[src/spm_params.svh]
`ifndef SPM_PARAMS_SVH
`define SPM_PARAMS_SVH

// number of protected-module slots in the controller
`define SPM_NB_SLOTS 4

// the ID counter starts here after reset
`define SPM_ID_FIRST 16'h0001
// once next_id reaches this value no further module can be enabled
`define SPM_ID_LIMIT 16'hfff0

// word addresses of the configuration port
`define SPM_REG_PUB_START 3'd0
`define SPM_REG_PUB_END   3'd1
`define SPM_REG_SEC_START 3'd2
`define SPM_REG_SEC_END   3'd3
`define SPM_REG_CMD       3'd4
`define SPM_REG_STATUS    3'd5
`define SPM_REG_LAST_ID   3'd6

// codes written to the command register
`define SPM_CMD_ENABLE  16'd1
`define SPM_CMD_DISABLE 16'd2

`endif

[src/spm_pkg.sv]
`default_nettype none

`include "spm_params.svh"

package spm_pkg;

  // byte address on the core side and in the layout registers
  typedef logic [15:0] spm_addr_t;

  // module ID, zero stands for "no module"
  typedef logic [15:0] spm_id_t;

  // one bit per slot
  typedef logic [`SPM_NB_SLOTS-1:0] slot_mask_t;

  // word address of the configuration registers
  typedef logic [2:0] wb_addr_t;

  // configuration command sequencing
  typedef enum logic [2:0]
  {
    IDLE,
    CHECK,
    COMMIT,
    REJECT,
    ACK
  } cfg_state_t;

endpackage

`default_nettype wire

[src/spm_slot.sv]
`timescale 1ns/1ps
`default_nettype none

module spm_slot (
  input  wire                  mclk,
  input  wire                  puc_rst,
  input  wire spm_pkg::spm_addr_t pc,
  input  wire spm_pkg::spm_addr_t prev_pc,
  input  wire spm_pkg::spm_addr_t eu_mab,
  input  wire                  eu_mb_en,
  input  wire                  update,
  input  wire                  disable_req,
  input  wire spm_pkg::spm_addr_t new_pub_start,
  input  wire spm_pkg::spm_addr_t new_pub_end,
  input  wire spm_pkg::spm_addr_t new_sec_start,
  input  wire spm_pkg::spm_addr_t new_sec_end,
  input  wire spm_pkg::spm_id_t   new_id,
  output logic                 enabled,
  output logic                 executing,
  output logic                 violation,
  output logic                 overlap,
  output spm_pkg::spm_id_t     id
);

  import spm_pkg::*;

  spm_addr_t pub_start;
  spm_addr_t pub_end;
  spm_addr_t sec_start;
  spm_addr_t sec_end;
  logic      pc_in_pub;
  logic      prev_in_pub;
  logic      mab_in_sec;
  logic      sec_access;
  logic      bad_entry;

  // two half-open ranges share at least one address
  function automatic logic intersects(input spm_addr_t a_start, input spm_addr_t a_end,
                                      input spm_addr_t b_start, input spm_addr_t b_end);
    intersects = (a_start < a_end) && (b_start < b_end) &&
                 (a_start < b_end) && (b_start < a_end);
  endfunction

  // layout and ID are only meaningful while enabled is set
  always_ff @(posedge mclk)
  begin
    if (update)
    begin
      pub_start <= new_pub_start;
      pub_end   <= new_pub_end;
      sec_start <= new_sec_start;
      sec_end   <= new_sec_end;
      id        <= new_id;
    end
  end

  always_ff @(posedge mclk or posedge puc_rst)
  begin
    if (puc_rst)
    begin
      enabled <= 1'b0;
    end
    else if (update)
    begin
      enabled <= 1'b1;
    end
    // a disable only hits the module that holds the pc
    else if (disable_req && executing)
    begin
      enabled <= 1'b0;
    end
  end

  assign pc_in_pub   = (pc >= pub_start) && (pc < pub_end);
  assign prev_in_pub = (prev_pc >= pub_start) && (prev_pc < pub_end);
  assign mab_in_sec  = (eu_mab >= sec_start) && (eu_mab < sec_end);

  assign executing = enabled && pc_in_pub;

  // secret data may only be touched by the owner's own code
  assign sec_access = enabled && eu_mb_en && mab_in_sec && !executing;

  // coming from outside, the only legal target is the entry point
  assign bad_entry = enabled && !prev_in_pub && pc_in_pub && (pc != pub_start);

  assign violation = sec_access || bad_entry;

  assign overlap = enabled &&
                   (intersects(new_pub_start, new_pub_end, pub_start, pub_end) ||
                    intersects(new_pub_start, new_pub_end, sec_start, sec_end) ||
                    intersects(new_sec_start, new_sec_end, pub_start, pub_end) ||
                    intersects(new_sec_start, new_sec_end, sec_start, sec_end));

  // the allocator must only ever pick a free slot
  a_update_free: assert property (@(posedge mclk) disable iff (puc_rst)
    update |-> !enabled);

endmodule

`default_nettype wire

[src/spm_id_counter.sv]
`timescale 1ns/1ps
`default_nettype none

`include "spm_params.svh"

module spm_id_counter (
  input  wire              mclk,
  input  wire              puc_rst,
  input  wire              id_take,
  output spm_pkg::spm_id_t next_id,
  output logic             id_exhausted
);

  import spm_pkg::*;

  // IDs are handed out in increasing order and never reused
  always_ff @(posedge mclk or posedge puc_rst)
  begin
    if (puc_rst)
    begin
      next_id <= `SPM_ID_FIRST;
    end
    else if (id_take)
    begin
      next_id <= next_id + spm_id_t'(1);
    end
  end

  assign id_exhausted = (next_id == `SPM_ID_LIMIT);

  // the command FSM rejects enables once the IDs run out
  a_no_take_exhausted: assert property (@(posedge mclk) disable iff (puc_rst)
    id_take |-> !id_exhausted);

endmodule

`default_nettype wire

[src/spm_cfg_fsm.sv]
`timescale 1ns/1ps
`default_nettype none

`include "spm_params.svh"

module spm_cfg_fsm (
  input  wire                     mclk,
  input  wire                     puc_rst,
  input  wire                     wb_cyc,
  input  wire                     wb_stb,
  input  wire                     wb_we,
  input  wire spm_pkg::wb_addr_t  wb_adr,
  input  wire [15:0]              wb_dat_w,
  output logic                    wb_ack,
  output logic [15:0]             wb_dat_r,
  input  wire                     layout_conflict,
  input  wire                     slots_full,
  input  wire                     any_enabled,
  input  wire                     exec_sm,
  input  wire                     violation,
  input  wire spm_pkg::spm_id_t   next_id,
  input  wire                     id_exhausted,
  output spm_pkg::spm_addr_t      new_pub_start,
  output spm_pkg::spm_addr_t      new_pub_end,
  output spm_pkg::spm_addr_t      new_sec_start,
  output spm_pkg::spm_addr_t      new_sec_end,
  output logic                    commit_enable,
  output logic                    commit_disable,
  output logic                    id_take
);

  import spm_pkg::*;

  cfg_state_t state;
  cfg_state_t state_nxt;
  wb_addr_t   req_adr;
  logic       is_enable;
  logic       wait_low;
  logic       accept;
  logic       cmd_write;
  logic       enable_ok;
  logic       check_ok;
  logic       last_result;
  spm_id_t    last_id;

  // a new bus cycle is only taken once the previous strobe has gone away
  assign accept = wb_cyc && wb_stb && !wait_low && (state == IDLE);
  assign cmd_write = wb_we && (wb_adr == `SPM_REG_CMD) &&
                     ((wb_dat_w == `SPM_CMD_ENABLE) || (wb_dat_w == `SPM_CMD_DISABLE));

  assign enable_ok = !layout_conflict && !slots_full && !id_exhausted &&
                     (new_pub_end > new_pub_start);
  assign check_ok  = is_enable ? enable_ok : exec_sm;

  always_comb
  begin
    state_nxt = state;
    case (state)
      IDLE:
      begin
        if (accept)
        begin
          state_nxt = cmd_write ? CHECK : ACK;
        end
      end
      CHECK:          state_nxt = check_ok ? COMMIT : REJECT;
      COMMIT, REJECT: state_nxt = ACK;
      default:        state_nxt = IDLE;
    endcase
  end

  always_ff @(posedge mclk or posedge puc_rst)
  begin
    if (puc_rst)
    begin
      state       <= IDLE;
      wait_low    <= 1'b0;
      last_result <= 1'b0;
      last_id     <= '0;
    end
    else
    begin
      state <= state_nxt;
      if (state == ACK)
      begin
        wait_low <= 1'b1;
      end
      else if (!wb_stb)
      begin
        wait_low <= 1'b0;
      end
      if (state == COMMIT)
      begin
        last_result <= 1'b1;
      end
      else if (state == REJECT)
      begin
        last_result <= 1'b0;
      end
      if (commit_enable)
      begin
        last_id <= next_id;
      end
    end
  end

  // staged layout, written by software before a command
  always_ff @(posedge mclk or posedge puc_rst)
  begin
    if (puc_rst)
    begin
      new_pub_start <= '0;
      new_pub_end   <= '0;
      new_sec_start <= '0;
      new_sec_end   <= '0;
    end
    else if (accept && wb_we)
    begin
      case (wb_adr)
        `SPM_REG_PUB_START: new_pub_start <= wb_dat_w;
        `SPM_REG_PUB_END:   new_pub_end   <= wb_dat_w;
        `SPM_REG_SEC_START: new_sec_start <= wb_dat_w;
        `SPM_REG_SEC_END:   new_sec_end   <= wb_dat_w;
        default:            ;
      endcase
    end
  end

  // request details are kept for the rest of the bus cycle
  always_ff @(posedge mclk)
  begin
    if (accept)
    begin
      req_adr   <= wb_adr;
      is_enable <= (wb_dat_w == `SPM_CMD_ENABLE);
    end
  end

  always_comb
  begin
    case (req_adr)
      `SPM_REG_PUB_START: wb_dat_r = new_pub_start;
      `SPM_REG_PUB_END:   wb_dat_r = new_pub_end;
      `SPM_REG_SEC_START: wb_dat_r = new_sec_start;
      `SPM_REG_SEC_END:   wb_dat_r = new_sec_end;
      `SPM_REG_STATUS:    wb_dat_r = {13'b0, violation, any_enabled, last_result};
      `SPM_REG_LAST_ID:   wb_dat_r = last_id;
      default:            wb_dat_r = '0;
    endcase
  end

  assign wb_ack         = (state == ACK);
  assign commit_enable  = (state == COMMIT) && is_enable;
  assign commit_disable = (state == COMMIT) && !is_enable;
  assign id_take        = commit_enable;

  a_ack_single: assert property (@(posedge mclk) disable iff (puc_rst)
    wb_ack |=> !wb_ack);

endmodule

`default_nettype wire

[src/spm_control.sv]
`timescale 1ns/1ps
`default_nettype none

`include "spm_params.svh"

module spm_control (
  input  wire                     mclk,
  input  wire                     puc_rst,
  input  wire spm_pkg::spm_addr_t pc,
  input  wire spm_pkg::spm_addr_t prev_pc,
  input  wire spm_pkg::spm_addr_t eu_mab,
  input  wire                     eu_mb_en,
  input  wire                     commit_enable,
  input  wire                     commit_disable,
  input  wire spm_pkg::spm_addr_t new_pub_start,
  input  wire spm_pkg::spm_addr_t new_pub_end,
  input  wire spm_pkg::spm_addr_t new_sec_start,
  input  wire spm_pkg::spm_addr_t new_sec_end,
  input  wire spm_pkg::spm_id_t   next_id,
  input  wire                     id_exhausted,
  output logic                    layout_conflict,
  output logic                    slots_full,
  output logic                    any_enabled,
  output logic                    exec_sm,
  output logic                    enter_sm,
  output logic                    violation,
  output spm_pkg::spm_id_t        spm_current_id,
  output spm_pkg::spm_id_t        spm_prev_id
);

  import spm_pkg::*;

  slot_mask_t slot_enabled;
  slot_mask_t slot_executing;
  slot_mask_t slot_violation;
  slot_mask_t slot_overlap;
  slot_mask_t slot_update;
  slot_mask_t first_free;
  logic       found_free;
  spm_id_t    slot_id [`SPM_NB_SLOTS];
  spm_id_t    prev_cycle_id;

  // one-hot pick of the lowest disabled slot
  always_comb
  begin
    first_free = '0;
    found_free = 1'b0;
    for (int i = 0; i < `SPM_NB_SLOTS; i++)
    begin
      if (!slot_enabled[i] && !found_free)
      begin
        first_free[i] = 1'b1;
        found_free    = 1'b1;
      end
    end
  end

  assign slot_update = first_free & {`SPM_NB_SLOTS{commit_enable}};

  genvar g;
  generate
    for (g = 0; g < `SPM_NB_SLOTS; g++)
    begin : g_slot
      spm_slot u_slot (
        .mclk          (mclk),
        .puc_rst       (puc_rst),
        .pc            (pc),
        .prev_pc       (prev_pc),
        .eu_mab        (eu_mab),
        .eu_mb_en      (eu_mb_en),
        .update        (slot_update[g]),
        .disable_req   (commit_disable),
        .new_pub_start (new_pub_start),
        .new_pub_end   (new_pub_end),
        .new_sec_start (new_sec_start),
        .new_sec_end   (new_sec_end),
        .new_id        (next_id),
        .enabled       (slot_enabled[g]),
        .executing     (slot_executing[g]),
        .violation     (slot_violation[g]),
        .overlap       (slot_overlap[g]),
        .id            (slot_id[g])
      );
    end
  endgenerate

  assign layout_conflict = |slot_overlap;
  assign slots_full      = &slot_enabled;
  assign any_enabled     = |slot_enabled;
  assign exec_sm         = |slot_executing;
  // running out of IDs is reported like any other violation
  assign violation       = (|slot_violation) || id_exhausted;

  always_comb
  begin
    spm_current_id = '0;
    for (int i = 0; i < `SPM_NB_SLOTS; i++)
    begin
      if (slot_executing[i])
      begin
        spm_current_id = slot_id[i];
      end
    end
  end

  always_ff @(posedge mclk or posedge puc_rst)
  begin
    if (puc_rst)
    begin
      prev_cycle_id <= '0;
      spm_prev_id   <= '0;
    end
    else
    begin
      prev_cycle_id <= spm_current_id;
      // remember which module was left on every switch
      if (prev_cycle_id != spm_current_id)
      begin
        spm_prev_id <= prev_cycle_id;
      end
    end
  end

  // leaving a module for unprotected code is not an entry
  assign enter_sm = (prev_cycle_id != spm_current_id) && (spm_current_id != 16'h0000);

  // overlap checks at enable time keep the public ranges disjoint
  a_exec_onehot: assert property (@(posedge mclk) disable iff (puc_rst)
    $onehot0(slot_executing));

endmodule

`default_nettype wire

[src/spm_top.sv]
`timescale 1ns/1ps
`default_nettype none

module spm_top (
  input  wire                     mclk,
  input  wire                     puc_rst,
  input  wire                     wb_cyc,
  input  wire                     wb_stb,
  input  wire                     wb_we,
  input  wire spm_pkg::wb_addr_t  wb_adr,
  input  wire [15:0]              wb_dat_w,
  output logic                    wb_ack,
  output logic [15:0]             wb_dat_r,
  input  wire spm_pkg::spm_addr_t pc,
  input  wire spm_pkg::spm_addr_t prev_pc,
  input  wire spm_pkg::spm_addr_t eu_mab,
  input  wire                     eu_mb_en,
  output logic                    exec_sm,
  output logic                    enter_sm,
  output logic                    violation,
  output spm_pkg::spm_id_t        spm_current_id,
  output spm_pkg::spm_id_t        spm_prev_id
);

  import spm_pkg::*;

  spm_addr_t new_pub_start;
  spm_addr_t new_pub_end;
  spm_addr_t new_sec_start;
  spm_addr_t new_sec_end;
  spm_id_t   next_id;
  logic      commit_enable;
  logic      commit_disable;
  logic      id_take;
  logic      id_exhausted;
  logic      layout_conflict;
  logic      slots_full;
  logic      any_enabled;

  spm_cfg_fsm u_cfg_fsm (
    .mclk            (mclk),
    .puc_rst         (puc_rst),
    .wb_cyc          (wb_cyc),
    .wb_stb          (wb_stb),
    .wb_we           (wb_we),
    .wb_adr          (wb_adr),
    .wb_dat_w        (wb_dat_w),
    .wb_ack          (wb_ack),
    .wb_dat_r        (wb_dat_r),
    .layout_conflict (layout_conflict),
    .slots_full      (slots_full),
    .any_enabled     (any_enabled),
    .exec_sm         (exec_sm),
    .violation       (violation),
    .next_id         (next_id),
    .id_exhausted    (id_exhausted),
    .new_pub_start   (new_pub_start),
    .new_pub_end     (new_pub_end),
    .new_sec_start   (new_sec_start),
    .new_sec_end     (new_sec_end),
    .commit_enable   (commit_enable),
    .commit_disable  (commit_disable),
    .id_take         (id_take)
  );

  spm_id_counter u_id_counter (
    .mclk         (mclk),
    .puc_rst      (puc_rst),
    .id_take      (id_take),
    .next_id      (next_id),
    .id_exhausted (id_exhausted)
  );

  spm_control u_control (
    .mclk            (mclk),
    .puc_rst         (puc_rst),
    .pc              (pc),
    .prev_pc         (prev_pc),
    .eu_mab          (eu_mab),
    .eu_mb_en        (eu_mb_en),
    .commit_enable   (commit_enable),
    .commit_disable  (commit_disable),
    .new_pub_start   (new_pub_start),
    .new_pub_end     (new_pub_end),
    .new_sec_start   (new_sec_start),
    .new_sec_end     (new_sec_end),
    .next_id         (next_id),
    .id_exhausted    (id_exhausted),
    .layout_conflict (layout_conflict),
    .slots_full      (slots_full),
    .any_enabled     (any_enabled),
    .exec_sm         (exec_sm),
    .enter_sm        (enter_sm),
    .violation       (violation),
    .spm_current_id  (spm_current_id),
    .spm_prev_id     (spm_prev_id)
  );

endmodule

`default_nettype wire

[config.mk]
export PLATFORM = sky130hd
export DESIGN_NAME = spm_top
export DESIGN_NICKNAME = d
export VERILOG_FILES = /design/src/spm_pkg.sv /design/src/spm_slot.sv /design/src/spm_id_counter.sv /design/src/spm_cfg_fsm.sv /design/src/spm_control.sv /design/src/spm_top.sv
export VERILOG_INCLUDE_DIRS = /design/src
export SDC_FILE = /design/constraint.sdc
export NUM_CORES = 2
export LEC_CHECK = 0
export BUFFER_PORTS_ARGS = -buffer_cell sky130_fd_sc_hd__clkbuf_2
export CAP_MARGIN = 20
export CORE_ASPECT_RATIO = 0.5
export CORE_MARGIN = 8
export CORE_UTILIZATION = 60
export DETAILED_ROUTE_END_ITERATION = 10
export PLACE_DENSITY = 0.77
export SYNTH_ARGS = -nofsm -noshare
export SYNTH_HDL_FRONTEND = slang
export SYNTH_HIERARCHICAL = 1
export SYNTH_SLANG_ARGS = --single-unit
[constraint.sdc]
create_clock -name mclk -period 14.61 [get_ports mclk]
set_clock_uncertainty 0.15 [all_clocks]
set_input_delay 4.383 -clock mclk [delete_from_list [all_inputs] [get_ports mclk]]
set_output_delay 4.383 -clock mclk [all_outputs]
set_load 0.02 [all_outputs]
; ---- Yosys cells after proc, flatten, opt, wreduce, memory -nomap -nowiden
; Index checks and enable logic that the tools add are counted.
[word_totals]
regBits = 461
input_bits = 73
[op_classes]
n_eq_ne = 23
magnitude_cmp = 67
n_reduce_logical = 166
n_bitwise = 1
n_mux = 28
add_sub_neg = 1
[op_table]
columns = operator, count
row1 = less-than comparator 16 bit, 54
row2 = greater-or-equal comparator 16 bit, 12
row3 = logical AND 1 bit, 111
row4 = one-hot mux 16 bit (6 select lines), 1
row5 = inequality test 16 bit, 5
row6 = 2-to-1 mux 16 bit, 4
row7 = 2-to-1 mux 1 bit, 20
row8 = "== test 3 x 2 -> 1 bit, second input constant", 6
row9 = zero test 1 bit, 18
row10 = logical OR 1 bit, 18
row11 = "adder 16 x 1 -> 16 bit, second input constant", 1
row12 = "== test 16 x 1 -> 1 bit, second input constant", 1
row13 = "== test 16 bit, second input constant", 1
row14 = "== test 16 x 2 -> 1 bit, second input constant", 1
row15 = > comparator 16 bit, 1
row16 = nonzero test 16 bit, 1
row17 = OR reduction 4 bit, 4
row18 = "== test 3 bit, second input constant", 4
row19 = nonzero test 2 bit, 5
row20 = "== test 3 x 1 -> 1 bit, second input constant", 3
row21 = zero test 3 bit, 3
row22 = one-hot mux 3 bit (3 select lines), 1
row23 = AND reduction 2 bit, 4
row24 = 2-to-1 mux 3 bit, 2
row25 = other kinds (4), 5

; ---- Depth between registers and ports, before layout
[depth]
word_depth = 16
ltp_mapped = 18
ltp_nobuf = 15

; ---- Modules after synthesis
; The synthesis kept the hierarchy.
[modules_own_cells]
columns = mod, cells_per_inst, seq_area_each_um2, area_each_um2, n_inst
row1 = spm_slot (u_control.g_slot[0].u_slot ...), 845, 2427.3, 8574.5, 3
row2 = spm_slot (u_control.g_slot[1].u_slot), 855, 2427.3, 8567.0, 1
row3 = spm_cfg_fsm, 354, 2247.2, 4697.0, 1
row4 = spm_control, 151, 800.8, 1815.5, 1
row5 = spm_id_counter, 65, 401.6, 738.2, 1

; ---- Worst setup path before layout
; No wires, ideal clock.
[synth_path]
kind = input to output
from = input port pc[6]
to = output port enter_sm
arrival_time_ns = 7.957
slack_ns = 2.120
t_required_ns = 10.077
stages = 17
cell_sequence = ha_1 -> a211oi_1 -> and3_1 -> o21ai_0 -> a2111oi_0 -> o21ai_1 -> nor2_1 -> nand2b_1 -> clkbuf_1 -> clkbuf_8 -> o22ai_1 -> a21oi_1 -> xnor2_1 -> nand4_1 -> nor4_4 -> buf_8 -> a31oi_1
[synth_via]
word_cells_on_any_way = 23
classes_between = 8 x order compare / 1 x eq/ne / 4 x mux / 10 x reduce/logical
[synth_lines]
columns = element, line_no
row1 = "start, declared", spm_top.sv:14  ; input wire spm_pkg::spm_addr_t pc,
row2 = greater-or-equal comparator 16 bit or less-than comparator 16 bit (tied branches), spm_slot.sv:74  ; assign pc_in_pub = (pc >= pub_start) && (pc < pub_end);
row3 = logical AND 1 bit *, spm_slot.sv:74
row4 = logical AND 1 bit *, spm_slot.sv:78  ; assign executing = enabled && pc_in_pub;
row5 = named net u_control.slot_executing[3], spm_control.sv:34  ; slot_mask_t slot_executing;
row6 = 2-to-1 mux 16 bit *, spm_control.sv:99  ; if (slot_executing[i])
row7 = named net spm_current_id[14], spm_top.sv:21  ; output spm_pkg::spm_id_t spm_current_id,
row8 = inequality test 16 bit or nonzero test 16 bit (tied branches), spm_control.sv:125  ; assign enter_sm = (prev_cycle_id != spm_current_id) && (spm_current_id != 16'h0000);
row9 = logical AND 1 bit *, spm_control.sv:125
row10 = "end, declared", spm_top.sv:19  ; output logic enter_sm,
; Mark *: on every way through the listed nets, which the timed path passes. The rest lies on a longest branch.

; ---- Final worst setup path
[layout_path]
from = input port pc[13]
to = output port enter_sm
[layout_via]
word_cells_on_any_way = 23
classes_between = 8 x order compare / 1 x eq/ne / 4 x mux / 10 x reduce/logical
[layout_lines]
columns = element, line_no
row1 = greater-or-equal comparator 16 bit or less-than comparator 16 bit (tied branches), spm_slot.sv:74
row2 = logical AND 1 bit *, spm_slot.sv:74
row3 = logical AND 1 bit *, spm_slot.sv:78
row4 = named net u_control.slot_executing[2], spm_control.sv:34
row5 = 2-to-1 mux 16 bit * (2 in a row), spm_control.sv:99
row6 = inequality test 16 bit or nonzero test 16 bit (tied branches), spm_control.sv:125
row7 = logical AND 1 bit *, spm_control.sv:125
; Marked as above.

==> results.md <==
* Outcome: finished, final reports clean
* Share of layout cells above drive strength 1 at 0.0960
* Gate Count Post-Synth at 3960
* DRC Markers at 0
* Clock-pin transition on the worst setup and hold timing paths at 0.06 ns
* Setup violations, final at 0
* Reg2reg path depth at 16
* Slew headroom at 0.119
* Die Ht at 202 um
* CTS Buf Count at 44
* Total power divided by cell area at 91.2 mW/mm^2
* Main flop type after synthesis: edfxtp_1
* Worst hold path startpoint: u_control/spm_prev_id[11]
* Combinational group share of total power at 0.328
* Core Box Area at 0.0687 mm^2
* Mapped Area at 0.0415 mm^2
* Int Power at 2580 uW
* Number of flops mapped to enable cells by yosys at 324
* Fin nets at 5344
* Top cells by area, synth: ha_1 (33%), edfxtp_1 (23%), dfrtp_1 (8.2%)
* WP buf/inv at 3
* Number of global-route vias before repair at 34900
* Average cell area after synthesis at 10.5 um^2
* Max incr delay on CP at 0.59 ns
* Leak at 0.0211 uW
* Synth top cells by count: ha_1 (1110), inv_1 (428), edfxtp_1 (324), a21oi_1 (264), o21ai_0 (222)
* Layout Area Growth over Synthesis at 8.18%
* CTS tree: yes
* Yosys top cell by area: ha_1
* Slowest CP cell: or2_1
* Critical path class: in2out
* Worst Tran Pin Value at 1.32 ns
* Via count at 36200
* Number of I/O pins at 125
* Reg2reg setup slack at 9.28 ns
* Fillers at 5368
* Port-buffer cells at 124
* # rows at 68
* Slew Viols, Final at 0
* Sequential share of power at 0.381
* Worst IR Drop VDD at 81.2 uV
* Cell variety after synth at 93
* PostCTS Resize Cnt at 0
* Clock Latency Late Sink at 0.64 ns
* Vias/cell at 7.09
* Fin Hold WS at 0.353 ns
* Routed wire length at 158000 um
* CP max FO at 17
* Unrepaired setup endpoints after global routing: false
* Final HPWL DP at 122000 um
* CP delay by family, top: simple AND/OR/NAND/NOR gates
* CP cell instances: clkbuf_2 > ha_1 > nand4_1 > nor4_1 > o21ai_0 > a41oi_1 > o21ai_1 > nor2_1 > or2_1 > a21oi_1 > a21oi_1 > xnor2_1 > nand4_1 > nor4_4 > buf_4 > a31oi_1 > clkbuf_2
* Starting Density at 0.604
* Critical Path RT at 10.08 ns
* DIE AREA at 0.0784 mm^2
* Syn Nets at 5143
* Minimum clock period at 13.39 ns
* Crit share post-route at 0.917
* R2R Path End: u_control/spm_prev_id[9]
* Yosys warns at 6
* Switching portion of total power at 0.371
* Synth top area share at 0.334
* Initial DRC Count at 5126
* Worst setup EP type: output pin
* Ys async rst share at 0.297
* Setup TNS at 0 ns
* Drt wl/cell at 31.0 um
* Flop and latch count out of synthesis at 461
* Worst EP arrival at 8.86 ns
* Grt ovf at 0
* Most frequent cell after synthesis: ha_1
* MaxCap Viol Count at 0
* Antenna-violating nets left at 0
* RD Place Congestion at 1.13
* Startpoint type of the worst setup path: input port
* Root buffer cell: clkbuf_16
* Global-route wire length before repair at 228000 um
* Fin. Hold Viols at 0
* Dpl ws at 1.35 ns
* Setup ws final at 1.22 ns
* Clock buffer depth at 3
* Net Sw Power at 1520 uW
* H-tree levels at 2
* Worst reg2reg startpoint: u_control/g_slot[3].u_slot/pub_start[14]
* Register area share after synthesis at 0.317
* Pre-Repair DR Iteration Count at 8
* Post-CTS setup buffer count at 0
* Fmax at 74.7 MHz
* Gr usage total at 0.388
* Clock power frac at 0.290
* Hold Crit Depth at 1
* Clock tree sinks at 461
* Hold_buf cts at 0
* Hold WC Path Type: reg2reg
* DIE WIDTH at 388 um
* Initial antenna violation count at 5
* Largest net degree at the start of global routing at 73
* Destination of the worst hold path: u_control/spm_prev_id[11]
==> metrics by stage <==
stage,util,power (uW),area [um^2],std cells
6_report,0.654,4100,44900,5109
5_1_grt,0.654,4250,44900,5109
4_1_cts,0.654,4030,44900,5106
3_5_place_dp,0.633,2850,43500,5024
3_3_place_gp,0.633,2780,43500,5021
2_1_floorplan,-,2330,41500,3960
==> layout by cell type, fill, tap and decap left out, types with 17 or more instances in the layout <==
cell type and count:
inv_1 427, and4_1 43, o21ai_1 46, a21oi_1 264
nor4_1 25, o22ai_1 30, ha_1 1110, clkbuf_1 19
o21ai_0 222, nor3_1 51, clkbuf_2 124, a31oi_1 21
a21o_1 107, xnor2_1 26, nor2b_1 38, nor2_1 162
o2111ai_1 17, nor3b_1 22, mux2_2 57, buf_4 52
edfxtp_1 324, a211o_1 18, a211oi_1 77, a2111oi_0 27
nand4_1 137, o211ai_1 32, mux2_4 39, dfrtp_1 136
nand2_1 149, o21a_1 32, nand2b_1 58, nand3_1 47
clkbuf_16 45, a221oi_1 24
==> layout make-up <==
cell class / count / area, um^2 / share of cell area
Tap cell: 910 / 1140 / 0.0253
Antenna cell: 2 / 5.00 / 0.000111
Sequential cell: 461 / 13200 / 0.293
Inverter: 428 / 1610 / 0.0358
Timing Repair Buffer: 179 / 1050 / 0.0233
Multi-Input combinational cell: 3047 / 26600 / 0.591
Clock buffer: 68 / 1250 / 0.0279
Clock inverter: 14 / 153 / 0.00340
==> worst max-delay path by stage <==
stage,startpoint,slack (ns),endpoint,cells past startpoint
floorplan,pc[6],2.12,enter_sm,17
global placement,pc[6],1.52,enter_sm,17
detailed placement,pc[6],1.35,enter_sm,17
CTS,pc[6],1.34,enter_sm,17
global route,pc[6],0.86,enter_sm,17
finish,pc[13],1.22,enter_sm,17
==> power groups by stage <==
stage	clock network, uW	logic (uW)	registers [uW]
final	1190	1340	1560
after global routing	1240	1440	1560
after CTS	1190	1280	1550
after detailed placement	0	1270	1580
after global placement	0	1200	1580
after floorplan	0	753	1580
==> logic make-up after synthesis <==
kind of cell	after synthesis	synth area share
compound gates	999	0.156
xor+xnor	32	0.00711
mux	116	0.0374
flops	461	0.317
fa+ha+maj	1110	0.334
simple gates	790	0.104
buf+inv	452	0.0441
==> worst register-to-register path, delay by kind of cell (launching register included) <==
kind,cells,cell delay (ns)
xor gates and xnor gates,1,0.17
adders and majority gates,1,0.35
muxes,1,0.38
AOI/OAI and AO/OA,5,1.11
and+or+nand+nor,6,1.90
buffers and inverters,2,0.54
DFF,1,0.61
==> metal layers <==
metal / vias to the layer above / GRT usage / wire length [um]
li1: 15600 / - / -
met1: 17500 / 0.513 / 61000
met2: 2584 / 0.551 / 62700
met3: 559 / 0.136 / 24100
met4: 0 / 0.217 / 10700
met5: - / 0 / 0
==> flip-flops by register name (all words and copies together), names as in the netlist <==
name and cells:
u_cfg_fsm/new_pub_end 16, u_cfg_fsm/new_sec_end 16, u_id_counter/next_id 16, u_control/g_slot.u_slot/id 64, u_control/g_slot.u_slot/pub_start 64, u_cfg_fsm/req_adr 3, u_control/g_slot.u_slot/sec_end 64, u_control/spm_prev_id 16
u_control/g_slot.u_slot/enabled 4, u_cfg_fsm/last_result 1, u_cfg_fsm/wait_low 1, u_cfg_fsm/new_pub_start 16, u_cfg_fsm/is_enable 1, u_control/g_slot.u_slot/pub_end 64, u_control/prev_cycle_id 16, u_cfg_fsm/last_id 16
u_control/g_slot.u_slot/sec_start 64, u_cfg_fsm/new_sec_start 16, u_cfg_fsm/state 3
No activity file was read; power rests on OpenSTA's default activity.
